`src/hdl/cpu_settings.svh`:
```
`ifndef CPU_SETTINGS_SVH
`define CPU_SETTINGS_SVH

// Width of both accumulators, of a data memory byte and of every address.
// Program and data addresses share this width.
`define DATA_WIDTH 8

// Width of the opcode field at the top of the instruction word.
`define OPCODE_WIDTH 6

// Full instruction word with the opcode followed by the 8-bit operand.
`define INSTR_WIDTH 14

// Number of bytes in the internal data memory.
`define MEM_DEPTH 256

`endif

```
`src/hdl/cpuPkg.sv`:
```
`include "cpu_settings.svh"

package cpuPkg;

  // Opcode map of the two-accumulator machine.
  // Values above BBPL are undefined and execute as no-ops.
  typedef enum logic [`OPCODE_WIDTH-1:0] {
    LDA = 6'h00, LDB = 6'h01, LDCA = 6'h02, LDCB = 6'h03,
    STA = 6'h04, STB = 6'h05,
    ADDA = 6'h06, ADDB = 6'h07, ADDCA = 6'h08, ADDCB = 6'h09,
    SUBA = 6'h0A, SUBB = 6'h0B, SUBCA = 6'h0C, SUBCB = 6'h0D,
    ANDA = 6'h0E, ANDB = 6'h0F, ANDCA = 6'h10, ANDCB = 6'h11,
    ORA = 6'h12, ORB = 6'h13, ORCA = 6'h14, ORCB = 6'h15,
    ASLA = 6'h16, ASRA = 6'h17,
    JMP = 6'h18,
    BAEQ = 6'h19, BANE = 6'h1A, BACS = 6'h1B,
    BACC = 6'h1C, BAMI = 6'h1D, BAPL = 6'h1E,
    BBEQ = 6'h1F, BBNE = 6'h20, BBCS = 6'h21,
    BBCC = 6'h22, BBMI = 6'h23, BBPL = 6'h24
  } opcodeT;

  // The operand byte is read two ways.
  // Constant forms and LDCx treat it as an immediate value.
  // Loads, stores, JMP and branches treat it as an address.
  typedef union packed {
    logic [`DATA_WIDTH-1:0] constVal;
    logic [`DATA_WIDTH-1:0] addr;
  } operandT;

  // One instruction word with the opcode in the upper bits.
  typedef struct packed {
    opcodeT  opcode;
    operandT operand;
  } instrT;

  // Branch kinds resolved in execute against A or B.
  typedef enum logic [2:0] {
    brNone,
    brAlways,
    brZero,
    brNotZero,
    brCarrySet,
    brCarryClear,
    brMinus,
    brPlus
  } branchCondT;

endpackage

```
`src/hdl/alu.sv`:
```
`timescale 1ns/1ps
`include "cpu_settings.svh"

module alu import cpuPkg::*; (
  input  logic [`DATA_WIDTH-1:0] aluOper1,
  input  logic [`DATA_WIDTH-1:0] aluOper2,
  input  opcodeT                 aluOpcode,
  output logic [`DATA_WIDTH-1:0] aluData,
  output logic                   carryOut
);

  // Bits of operand 2 that form the shift count.
  localparam int shiftBits = $clog2(`DATA_WIDTH);

  // Operand 1 is always the destination accumulator.
  // Operand 2 is the other accumulator, the constant, or the shift count.
  // Because of that, SUBA gives A - B and SUBB gives B - A.
  always_comb begin
    aluData  = '0;
    carryOut = 1'b0;
    case (aluOpcode)
      // Carry out is the ninth bit of the sum.
      ADDA, ADDB, ADDCA, ADDCB: begin
        {carryOut, aluData} = {1'b0, aluOper1} + {1'b0, aluOper2};
      end
      // Carry out is the borrow of the unsigned difference.
      SUBA, SUBB, SUBCA, SUBCB: begin
        {carryOut, aluData} = {1'b0, aluOper1} - {1'b0, aluOper2};
      end
      ANDA, ANDB, ANDCA, ANDCB: begin
        aluData = aluOper1 & aluOper2;
      end
      ORA, ORB, ORCA, ORCB: begin
        aluData = aluOper1 | aluOper2;
      end
      // Shifts are logical and only apply to A.
      ASLA: begin
        aluData = aluOper1 << aluOper2[shiftBits-1:0];
      end
      ASRA: begin
        aluData = aluOper1 >> aluOper2[shiftBits-1:0];
      end
      // Loads, stores and branches leave the result at zero.
      default: begin
        aluData  = '0;
        carryOut = 1'b0;
      end
    endcase
  end

endmodule

```
`src/hdl/dataMemory.sv`:
```
`timescale 1ns/1ps
`include "cpu_settings.svh"

module dataMemory (
  input  logic                   clk,
  input  logic [`DATA_WIDTH-1:0] readAddr,
  output logic [`DATA_WIDTH-1:0] readData,
  input  logic                   writeStrobe,
  input  logic [`DATA_WIDTH-1:0] writeAddr,
  input  logic [`DATA_WIDTH-1:0] writeData
);

  // Byte array of the data memory.
  logic [`DATA_WIDTH-1:0] mem [`MEM_DEPTH];

  // Read and write share one clock edge.
  // A load right behind a store to the same byte sees the new value,
  // because the written byte is forwarded to the read register.
  always_ff @(posedge clk) begin
    if (writeStrobe) begin
      mem[writeAddr] <= writeData;
    end
    if (writeStrobe && (writeAddr == readAddr)) begin
      readData <= writeData;
    end else begin
      readData <= mem[readAddr];
    end
  end

  // A store to an unknown address would smear the whole array.
  knownWriteAddr: assert property (
    @(posedge clk) writeStrobe |-> !$isunknown(writeAddr)
  ) else $error("data memory write with unknown address");

endmodule

```
`src/hdl/decodeStage.sv`:
```
`timescale 1ns/1ps
`include "cpu_settings.svh"

module decodeStage import cpuPkg::*; (
  input  logic                   clk,
  input  logic                   rstN,
  input  instrT                  decIn,
  input  logic                   decValid,
  input  logic                   flush,
  output logic [`DATA_WIDTH-1:0] readAddr,
  output logic                   exValid,
  output opcodeT                 exOpcode,
  output operandT                exOperand,
  output logic                   writeA,
  output logic                   writeB,
  output logic                   useConst,
  output logic                   isLoad,
  output logic                   isStore,
  output logic                   shiftLeft,
  output logic                   shiftRight,
  output branchCondT             branchCond,
  output logic                   branchOnB
);

  // Next values of the execute control levels.
  logic       nWriteA;
  logic       nWriteB;
  logic       nUseConst;
  logic       nIsLoad;
  logic       nIsStore;
  logic       nShiftLeft;
  logic       nShiftRight;
  branchCondT nBranchCond;
  logic       nBranchOnB;
  logic       nDefined;

  // The data memory read starts here so the byte is ready in execute.
  // Every instruction issues a read; only loads consume the result.
  assign readAddr = decIn.operand.addr;

  // Classify the opcode.
  // LDCA and LDCB are loads that take the operand as the value itself.
  always_comb begin
    nWriteA     = 1'b0;
    nWriteB     = 1'b0;
    nUseConst   = 1'b0;
    nIsLoad     = 1'b0;
    nIsStore    = 1'b0;
    nShiftLeft  = 1'b0;
    nShiftRight = 1'b0;
    nBranchCond = brNone;
    nBranchOnB  = 1'b0;
    nDefined    = 1'b1;
    case (decIn.opcode)
      LDA: begin
        nWriteA = 1'b1;
        nIsLoad = 1'b1;
      end
      LDB: begin
        nWriteB = 1'b1;
        nIsLoad = 1'b1;
      end
      LDCA: begin
        nWriteA   = 1'b1;
        nIsLoad   = 1'b1;
        nUseConst = 1'b1;
      end
      LDCB: begin
        nWriteB   = 1'b1;
        nIsLoad   = 1'b1;
        nUseConst = 1'b1;
      end
      STA, STB: nIsStore = 1'b1;
      ADDA, SUBA, ANDA, ORA: nWriteA = 1'b1;
      ADDB, SUBB, ANDB, ORB: nWriteB = 1'b1;
      ADDCA, SUBCA, ANDCA, ORCA: begin
        nWriteA   = 1'b1;
        nUseConst = 1'b1;
      end
      ADDCB, SUBCB, ANDCB, ORCB: begin
        nWriteB   = 1'b1;
        nUseConst = 1'b1;
      end
      ASLA: begin
        nWriteA    = 1'b1;
        nShiftLeft = 1'b1;
      end
      ASRA: begin
        nWriteA     = 1'b1;
        nShiftRight = 1'b1;
      end
      JMP:  nBranchCond = brAlways;
      BAEQ: nBranchCond = brZero;
      BANE: nBranchCond = brNotZero;
      BACS: nBranchCond = brCarrySet;
      BACC: nBranchCond = brCarryClear;
      BAMI: nBranchCond = brMinus;
      BAPL: nBranchCond = brPlus;
      BBEQ, BBNE, BBCS, BBCC, BBMI, BBPL: begin
        nBranchOnB = 1'b1;
        // The B branches sit in the same order as the A branches.
        case (decIn.opcode)
          BBEQ:    nBranchCond = brZero;
          BBNE:    nBranchCond = brNotZero;
          BBCS:    nBranchCond = brCarrySet;
          BBCC:    nBranchCond = brCarryClear;
          BBMI:    nBranchCond = brMinus;
          default: nBranchCond = brPlus;
        endcase
      end
      default: nDefined = 1'b0;
    endcase
  end

  // Control levels for execute.
  // A flush from a taken branch kills the instruction held here.
  always_ff @(posedge clk or negedge rstN) begin
    if (!rstN) begin
      exValid    <= 1'b0;
      writeA     <= 1'b0;
      writeB     <= 1'b0;
      useConst   <= 1'b0;
      isLoad     <= 1'b0;
      isStore    <= 1'b0;
      shiftLeft  <= 1'b0;
      shiftRight <= 1'b0;
      branchCond <= brNone;
      branchOnB  <= 1'b0;
    end else begin
      exValid    <= decValid && !flush && nDefined;
      writeA     <= nWriteA;
      writeB     <= nWriteB;
      useConst   <= nUseConst;
      isLoad     <= nIsLoad;
      isStore    <= nIsStore;
      shiftLeft  <= nShiftLeft;
      shiftRight <= nShiftRight;
      branchCond <= nBranchCond;
      branchOnB  <= nBranchOnB;
    end
  end

  // Opcode and operand are payload that follow the control levels.
  always_ff @(posedge clk) begin
    exOpcode  <= decIn.opcode;
    exOperand <= decIn.operand;
  end

  // Execute picks the alu operands from the destination, so two
  // destinations at once would corrupt an accumulator.
  singleDest: assert property (
    @(posedge clk) disable iff (!rstN)
    !(writeA && writeB)
  ) else $error("both accumulators selected as destination");

endmodule

```
`src/hdl/executeStage.sv`:
```
`timescale 1ns/1ps
`include "cpu_settings.svh"

module executeStage import cpuPkg::*; (
  input  logic                   clk,
  input  logic                   rstN,
  input  logic                   exValid,
  input  opcodeT                 exOpcode,
  input  operandT                exOperand,
  input  logic                   writeA,
  input  logic                   writeB,
  input  logic                   useConst,
  input  logic                   isLoad,
  input  logic                   isStore,
  input  logic                   shiftLeft,
  input  logic                   shiftRight,
  input  branchCondT             branchCond,
  input  logic                   branchOnB,
  input  logic [`DATA_WIDTH-1:0] readData,
  output logic                   redirect,
  output logic [`DATA_WIDTH-1:0] redirectTarget,
  output logic                   storeStrobe,
  output logic [`DATA_WIDTH-1:0] storeAddr,
  output logic [`DATA_WIDTH-1:0] storeData,
  output logic [`DATA_WIDTH-1:0] accA,
  output logic [`DATA_WIDTH-1:0] accB
);

  // One carry flag per accumulator.
  logic                   carryA;
  logic                   carryB;
  logic [`DATA_WIDTH-1:0] oper1;
  logic [`DATA_WIDTH-1:0] oper2;
  logic [`DATA_WIDTH-1:0] aluData;
  logic                   aluCarry;
  logic [`DATA_WIDTH-1:0] accNext;
  logic                   isAddSub;
  logic [`DATA_WIDTH-1:0] testAcc;
  logic                   testCarry;
  logic                   taken;

  // Operand 1 is the accumulator being written.
  assign oper1 = writeB ? accB : accA;

  // Shifts move by a single bit, so operand 2 carries a count of one.
  always_comb begin
    if (shiftLeft || shiftRight) begin
      oper2 = {{(`DATA_WIDTH-1){1'b0}}, 1'b1};
    end else if (useConst) begin
      oper2 = exOperand.constVal;
    end else if (writeB) begin
      oper2 = accA;
    end else begin
      oper2 = accB;
    end
  end

  alu aluInst (
    .aluOper1 (oper1),
    .aluOper2 (oper2),
    .aluOpcode(exOpcode),
    .aluData  (aluData),
    .carryOut (aluCarry)
  );

  // Memory loads take the byte read during decode.
  // Constant loads take the operand itself.
  assign accNext  = isLoad ? (useConst ? exOperand.constVal : readData) : aluData;
  assign isAddSub = exOpcode inside {ADDA, ADDB, ADDCA, ADDCB, SUBA, SUBB, SUBCA, SUBCB};

  // Accumulators and carries change at the end of the execute cycle.
  // Only ADD and SUB touch the carry of their destination.
  always_ff @(posedge clk or negedge rstN) begin
    if (!rstN) begin
      accA   <= '0;
      accB   <= '0;
      carryA <= 1'b0;
      carryB <= 1'b0;
    end else if (exValid) begin
      if (writeA) begin
        accA <= accNext;
        if (isAddSub) begin
          carryA <= aluCarry;
        end
      end
      if (writeB) begin
        accB <= accNext;
        if (isAddSub) begin
          carryB <= aluCarry;
        end
      end
    end
  end

  // Zero and sign come from the accumulator as it stands right now.
  assign testAcc   = branchOnB ? accB : accA;
  assign testCarry = branchOnB ? carryB : carryA;

  always_comb begin
    case (branchCond)
      brAlways:     taken = 1'b1;
      brZero:       taken = (testAcc == '0);
      brNotZero:    taken = (testAcc != '0);
      brCarrySet:   taken = testCarry;
      brCarryClear: taken = !testCarry;
      brMinus:      taken = testAcc[`DATA_WIDTH-1];
      brPlus:       taken = !testAcc[`DATA_WIDTH-1];
      default:      taken = 1'b0;
    endcase
  end

  // A taken branch flushes fetch and decode at the same edge.
  assign redirect       = exValid && taken;
  assign redirectTarget = exOperand.addr;

  // The store port doubles as the data memory write port.
  assign storeStrobe = exValid && isStore;
  assign storeAddr   = exOperand.addr;
  assign storeData   = (exOpcode == STB) ? accB : accA;

  // One instruction per cycle, so a store never redirects.
  storeNotBranch: assert property (
    @(posedge clk) disable iff (!rstN)
    !(storeStrobe && redirect)
  ) else $error("store and redirect in the same cycle");

endmodule

```
`src/hdl/fetchStage.sv`:
```
`timescale 1ns/1ps
`include "cpu_settings.svh"

module fetchStage import cpuPkg::*; (
  input  logic                   clk,
  input  logic                   rstN,
  input  instrT                  instr,
  input  logic                   redirect,
  input  logic [`DATA_WIDTH-1:0] redirectTarget,
  output logic [`DATA_WIDTH-1:0] instrAddr,
  output instrT                  decIn,
  output logic                   decValid
);

  // Program counter of the instruction being fetched this cycle.
  logic [`DATA_WIDTH-1:0] pc;

  // The instruction port is combinational, so the PC goes straight out.
  assign instrAddr = pc;

  // A redirect from execute loads the target and kills the word
  // that was fetched from the wrong path in this cycle.
  always_ff @(posedge clk or negedge rstN) begin
    if (!rstN) begin
      pc       <= '0;
      decValid <= 1'b0;
    end else if (redirect) begin
      pc       <= redirectTarget;
      decValid <= 1'b0;
    end else begin
      pc       <= pc + 1'b1;
      decValid <= 1'b1;
    end
  end

  // Decode instruction register.
  // Its contents only count when decValid is high.
  always_ff @(posedge clk) begin
    decIn <= instr;
  end

  // After a taken branch the fetch address must be the branch target.
  redirectLoadsPc: assert property (
    @(posedge clk) disable iff (!rstN)
    redirect |=> instrAddr == $past(redirectTarget)
  ) else $error("fetch address does not follow the redirect target");

endmodule

```
`src/hdl/twoAccCpu.sv`:
```
`timescale 1ns/1ps
`include "cpu_settings.svh"

module twoAccCpu import cpuPkg::*; (
  input  logic                    clk,
  input  logic                    rstN,
  output logic [`DATA_WIDTH-1:0]  instrAddr,
  input  logic [`INSTR_WIDTH-1:0] instr,
  output logic                    storeStrobe,
  output logic [`DATA_WIDTH-1:0]  storeAddr,
  output logic [`DATA_WIDTH-1:0]  storeData,
  output logic [`DATA_WIDTH-1:0]  accA,
  output logic [`DATA_WIDTH-1:0]  accB
);

  // Fetch to decode.
  instrT                  decIn;
  logic                   decValid;
  // Decode to execute.
  logic                   exValid;
  opcodeT                 exOpcode;
  operandT                exOperand;
  logic                   writeA;
  logic                   writeB;
  logic                   useConst;
  logic                   isLoad;
  logic                   isStore;
  logic                   shiftLeft;
  logic                   shiftRight;
  branchCondT             branchCond;
  logic                   branchOnB;
  // Memory read path and branch feedback.
  logic [`DATA_WIDTH-1:0] readAddr;
  logic [`DATA_WIDTH-1:0] readData;
  logic                   redirect;
  logic [`DATA_WIDTH-1:0] redirectTarget;

  // The raw instruction word is laid out exactly as instrT.
  fetchStage fetchInst (
    .clk(clk), .rstN(rstN), .instr(instr), .redirect(redirect),
    .redirectTarget(redirectTarget), .instrAddr(instrAddr),
    .decIn(decIn), .decValid(decValid)
  );

  // A taken branch flushes the instruction sitting in decode.
  decodeStage decodeInst (
    .clk(clk), .rstN(rstN), .decIn(decIn), .decValid(decValid),
    .flush(redirect), .readAddr(readAddr), .exValid(exValid),
    .exOpcode(exOpcode), .exOperand(exOperand), .writeA(writeA),
    .writeB(writeB), .useConst(useConst), .isLoad(isLoad),
    .isStore(isStore), .shiftLeft(shiftLeft), .shiftRight(shiftRight),
    .branchCond(branchCond), .branchOnB(branchOnB)
  );

  // Stores from execute write the data memory directly.
  dataMemory memInst (
    .clk(clk), .readAddr(readAddr), .readData(readData),
    .writeStrobe(storeStrobe), .writeAddr(storeAddr), .writeData(storeData)
  );

  executeStage executeInst (
    .clk(clk), .rstN(rstN), .exValid(exValid), .exOpcode(exOpcode),
    .exOperand(exOperand), .writeA(writeA), .writeB(writeB),
    .useConst(useConst), .isLoad(isLoad), .isStore(isStore),
    .shiftLeft(shiftLeft), .shiftRight(shiftRight), .branchCond(branchCond),
    .branchOnB(branchOnB), .readData(readData), .redirect(redirect),
    .redirectTarget(redirectTarget), .storeStrobe(storeStrobe),
    .storeAddr(storeAddr), .storeData(storeData), .accA(accA), .accB(accB)
  );

endmodule

```
`config.mk`:
```
export PLATFORM = sky130hd
export DESIGN_NAME = twoAccCpu
export DESIGN_NICKNAME = d
export VERILOG_FILES = /design/src/hdl/cpuPkg.sv /design/src/hdl/alu.sv /design/src/hdl/dataMemory.sv /design/src/hdl/decodeStage.sv /design/src/hdl/executeStage.sv /design/src/hdl/fetchStage.sv /design/src/hdl/twoAccCpu.sv
export VERILOG_INCLUDE_DIRS = /design/src /design/src/hdl
export SDC_FILE = /design/constraint.sdc
export NUM_CORES = 2
export LEC_CHECK = 0
export BUFFER_PORTS_ARGS = -buffer_cell sky130_fd_sc_hd__buf_4
export CELL_PAD_IN_SITES_DETAIL_PLACEMENT = 0
export CELL_PAD_IN_SITES_GLOBAL_PLACEMENT = 1
export CORE_MARGIN = 8
export CORE_UTILIZATION = 50
export DETAILED_ROUTE_END_ITERATION = 10
export GPL_ROUTABILITY_DRIVEN = 0
export PLACE_DENSITY_LB_ADDON = 0.1
export SYNTH_ARGS = -nofsm -noshare
export SYNTH_HDL_FRONTEND = slang
export SYNTH_SLANG_ARGS = --single-unit
```
`constraint.sdc`:
```
create_clock -name clk -period 3.3 [get_ports clk]
set_input_delay 0.33 -clock clk [delete_from_list [all_inputs] [get_ports clk]]
set_output_delay 0.33 -clock clk [all_outputs]
set_load 0.005 [all_outputs]
```
==> reports/qor.csv <==
metric,value,unit
cts_buffers,211,
wire_per_inst,33.3,um
cts.sinks,2115,
multiInputGateArea,0.0200,sq mm
failed_checks,negative setup slack,
synth_top_cell_by_area,edfxtp_1,
firstDrtPassIters,5,
drive_gt1_share,32.1,%
leakage,33.8,nW
slew-limit-headroom,30.2,%
r2r_slack,-50,ps
grt_max_degree,86,
setup_viol,6,
rsz0062_at_grt,yes,
io_pins,57,
cts.htree.levels,4,
die_area,0.181,sq mm
period_share,102,%
grt_usage,26.8,%
cts_tree,yes,
place_ws,-600,ps
overflow,0,
syn_inst,4236,
die_w,426,um
synth_area,0.0839,sq mm
fin_setup_tns,-237,ps
hold_class,in2reg,
crit_path_end,executeInst.accA[3]$_DFFE_PN0P_,
power,0.0601,W
rr_endpoint,executeInst.accA[3]$_DFFE_PN0P_,
startpoint_type,flop,
stdcell_count,7437,
dpl.cell_count,7001,
coreArea,0.167,sq mm
yosysWarningCount,0,
via_per_inst,6.22,
synth-seq-area-share,75.1,%
grt_first_pass_wirelength,345,mm
required,4030,ps
drt_iter0_drc,5516,
synth.net_count,4282,
dr_total_vias,46300,
synth_enable_flop_cells,2048,
layout_setup_ws,-49.7,ps
final_common_cell,edfxtp_1,
die_h,426,um
tightest_slew,1040,ps
insertion_delay,860,ps
synthArstFlopShare,1.84,%
syn2layout_area_growth,19.3,%
syn_area_per_cell,19.8,sq um
placed_cell_area,0.0924,sq mm
cp.arrival,4080,ps
synth-seq-cells,2115,
synth_top_area_share,73.3,%
antenna_left,0,
slew_violations,0,
startpoint,decodeInst.exOperand[0]$_DFF_P_,
grt_pass1_vias,45200,
num-fill-cells,12100,
area.sequential,0.0631,sq mm
synth_area_leaders,"edfxtp_1, mux4_2, mux2i_1, a22oi_1, nor2_1",
path_clk_slew,60,ps
routed_wl,248,mm
rows,150,
path_class,reg2reg,
fin_area,0.100,sq mm
outcome,"finished, violations left",
cp-end-kind,flop,
clk_path_buf_depth,3,
drc,0,
finalHoldViolations,0,
layout_common_cells,"edfxtp_1, buf_4, mux4_2",
ir_drop,564,uV
timing.rr.start,decodeInst.exOperand[0]$_DFF_P_,
p_per_area,600,mW/mm^2
period_needed,3350,ps
fmax,0.299,GHz
drv_cap,0,
r2r.worst_path.cells,13,
dp_hpwl,167,mm
initial_core_util,50.3,%
ys.flop_type,edfxtp_1,
fin_skew,45.6,ps
cts-root-buf,clkbuf_16,
portBuffers,56,
fin_nets,5096,
synth.distinct_cells,89,
path_max_fanout,14,
antenna_found_initial,5,
## how the worst min path moves through the flow
stage	from	to	slack, ps	depth (start not counted)
after floorplan	rstN	decodeInst.branchCond[0]$_DFF_PN0_	30	0
after detailed placement	fetchInst.decIn[6]$_DFF_P_	decodeInst.exOperand[6]$_DFF_P_	330	0
after CTS	instr[9]	fetchInst.decIn[9]$_DFF_P_	60	2
final	instr[2]	fetchInst.decIn[2]$_DFF_P_	130	2
after global placement	fetchInst.decIn[6]$_DFF_P_	decodeInst.exOperand[6]$_DFF_P_	310	0
after global routing	instr[3]	fetchInst.decIn[3]$_DFF_P_	100	2
## routing by layer
metal,vias to the layer above,GRT usage (%),wire [um],part of all wire (%)
met4,0,8.63,8900,3.6
met2,2105,41.3,114000,46
met1,24600,39.4,105000,42
met5,-,0,0,0
met3,366,4.72,20300,8.2
li1,19300,-,-,-
## timing repair
action | CTS | global route
hold buffers | 17 | 0
pin swaps | 21 | 23
cloned | 3 | 6
setup buffers | 9 | 6
endpoints found under the hold margin | 53 | 0
gates resized for setup | 69 | 63
setup endpoints to repair | 18 | 21
## layout make-up
cell class	instances	area share [%]
tap	2204	2.75
clock inverter	107	0.879
timing repair buffer	846	7.55
multi-input combinational	1844	20.0
sequential	2115	63.0
antenna	2	0.00500
inverter	32	0.122
clock buffer	287	5.74
## kinds of logic after synthesis
| kind of cell | count (synthesis) | share of synthesized area [%] |
|---|---|---|
| fa+ha+maj | 30 | 0.465 |
| compound gates | 478 | 4.07 |
| flops | 2115 | 75.1 |
| xor+xnor | 11 | 0.115 |
| mux | 702 | 14.8 |
| simple gates | 620 | 3.54 |
| buf+inv | 280 | 1.87 |
## through the flow
step | hold WS [ps] | util (%)
after CTS | 59.9 | 59.7
after global placement | 312 | 55.4
final | 132 | 60.0
after floorplan | 34.4 | -
after detailed placement | 332 | 55.4
after global routing | 101 | 60.0
## sequential cells by signal, summed over array words and instances (netlist names)
name,count
decodeInst.branchCond,3
decodeInst.branchOnB,1
decodeInst.exOpcode,6
decodeInst.exOperand,8
decodeInst.exValid,1
decodeInst.isLoad,1
decodeInst.isStore,1
decodeInst.shiftLeft,1
decodeInst.shiftRight,1
decodeInst.useConst,1
decodeInst.writeA,1
decodeInst.writeB,1
executeInst.accA,8
executeInst.accB,8
executeInst.carryA,1
executeInst.carryB,1
fetchInst.decIn,14
fetchInst.decValid,1
fetchInst.instrAddr,8
memInst.mem,2048
## critical path: stages (launching register included)
cell     delay (ps)
dfxtp_4         380
buf_12          160
buf_12          160
buf_12          190
buf_4           150
mux4_2          500
o21ai_1         280
nand4_1         230
buf_4           200
a21oi_1         150
buf_4           140
a311o_1         260
a31oi_1         140
mux2_2          280
## synthesized netlist by cell type, drive strengths merged, types with 15 or more instances
library cell and n:
mux2i 249, a22o 19, o21ai 51, buf 164, a22oi 141, a21oi 49, mux2 28, a31oi 15
a211oi 17, edfxtp 2048, nand4 28, dfrtp 39, nand2 87, mux4 425, dfxtp 28, a221oi 23
nor2 278, ha 28, inv 30, nand3 54, o22ai 57, nor3 57, clkbuf 84, o211ai 29
## power by group
group / switching, W / internal [W] / total, W
Clock: 0.0100 / 0.0131 / 0.0231
Combinational: 0.00394 / 0.00226 / 0.00621
Sequential: 0.000146 / 0.0306 / 0.0307
Note: power is estimated with default switching activity, not from simulation.
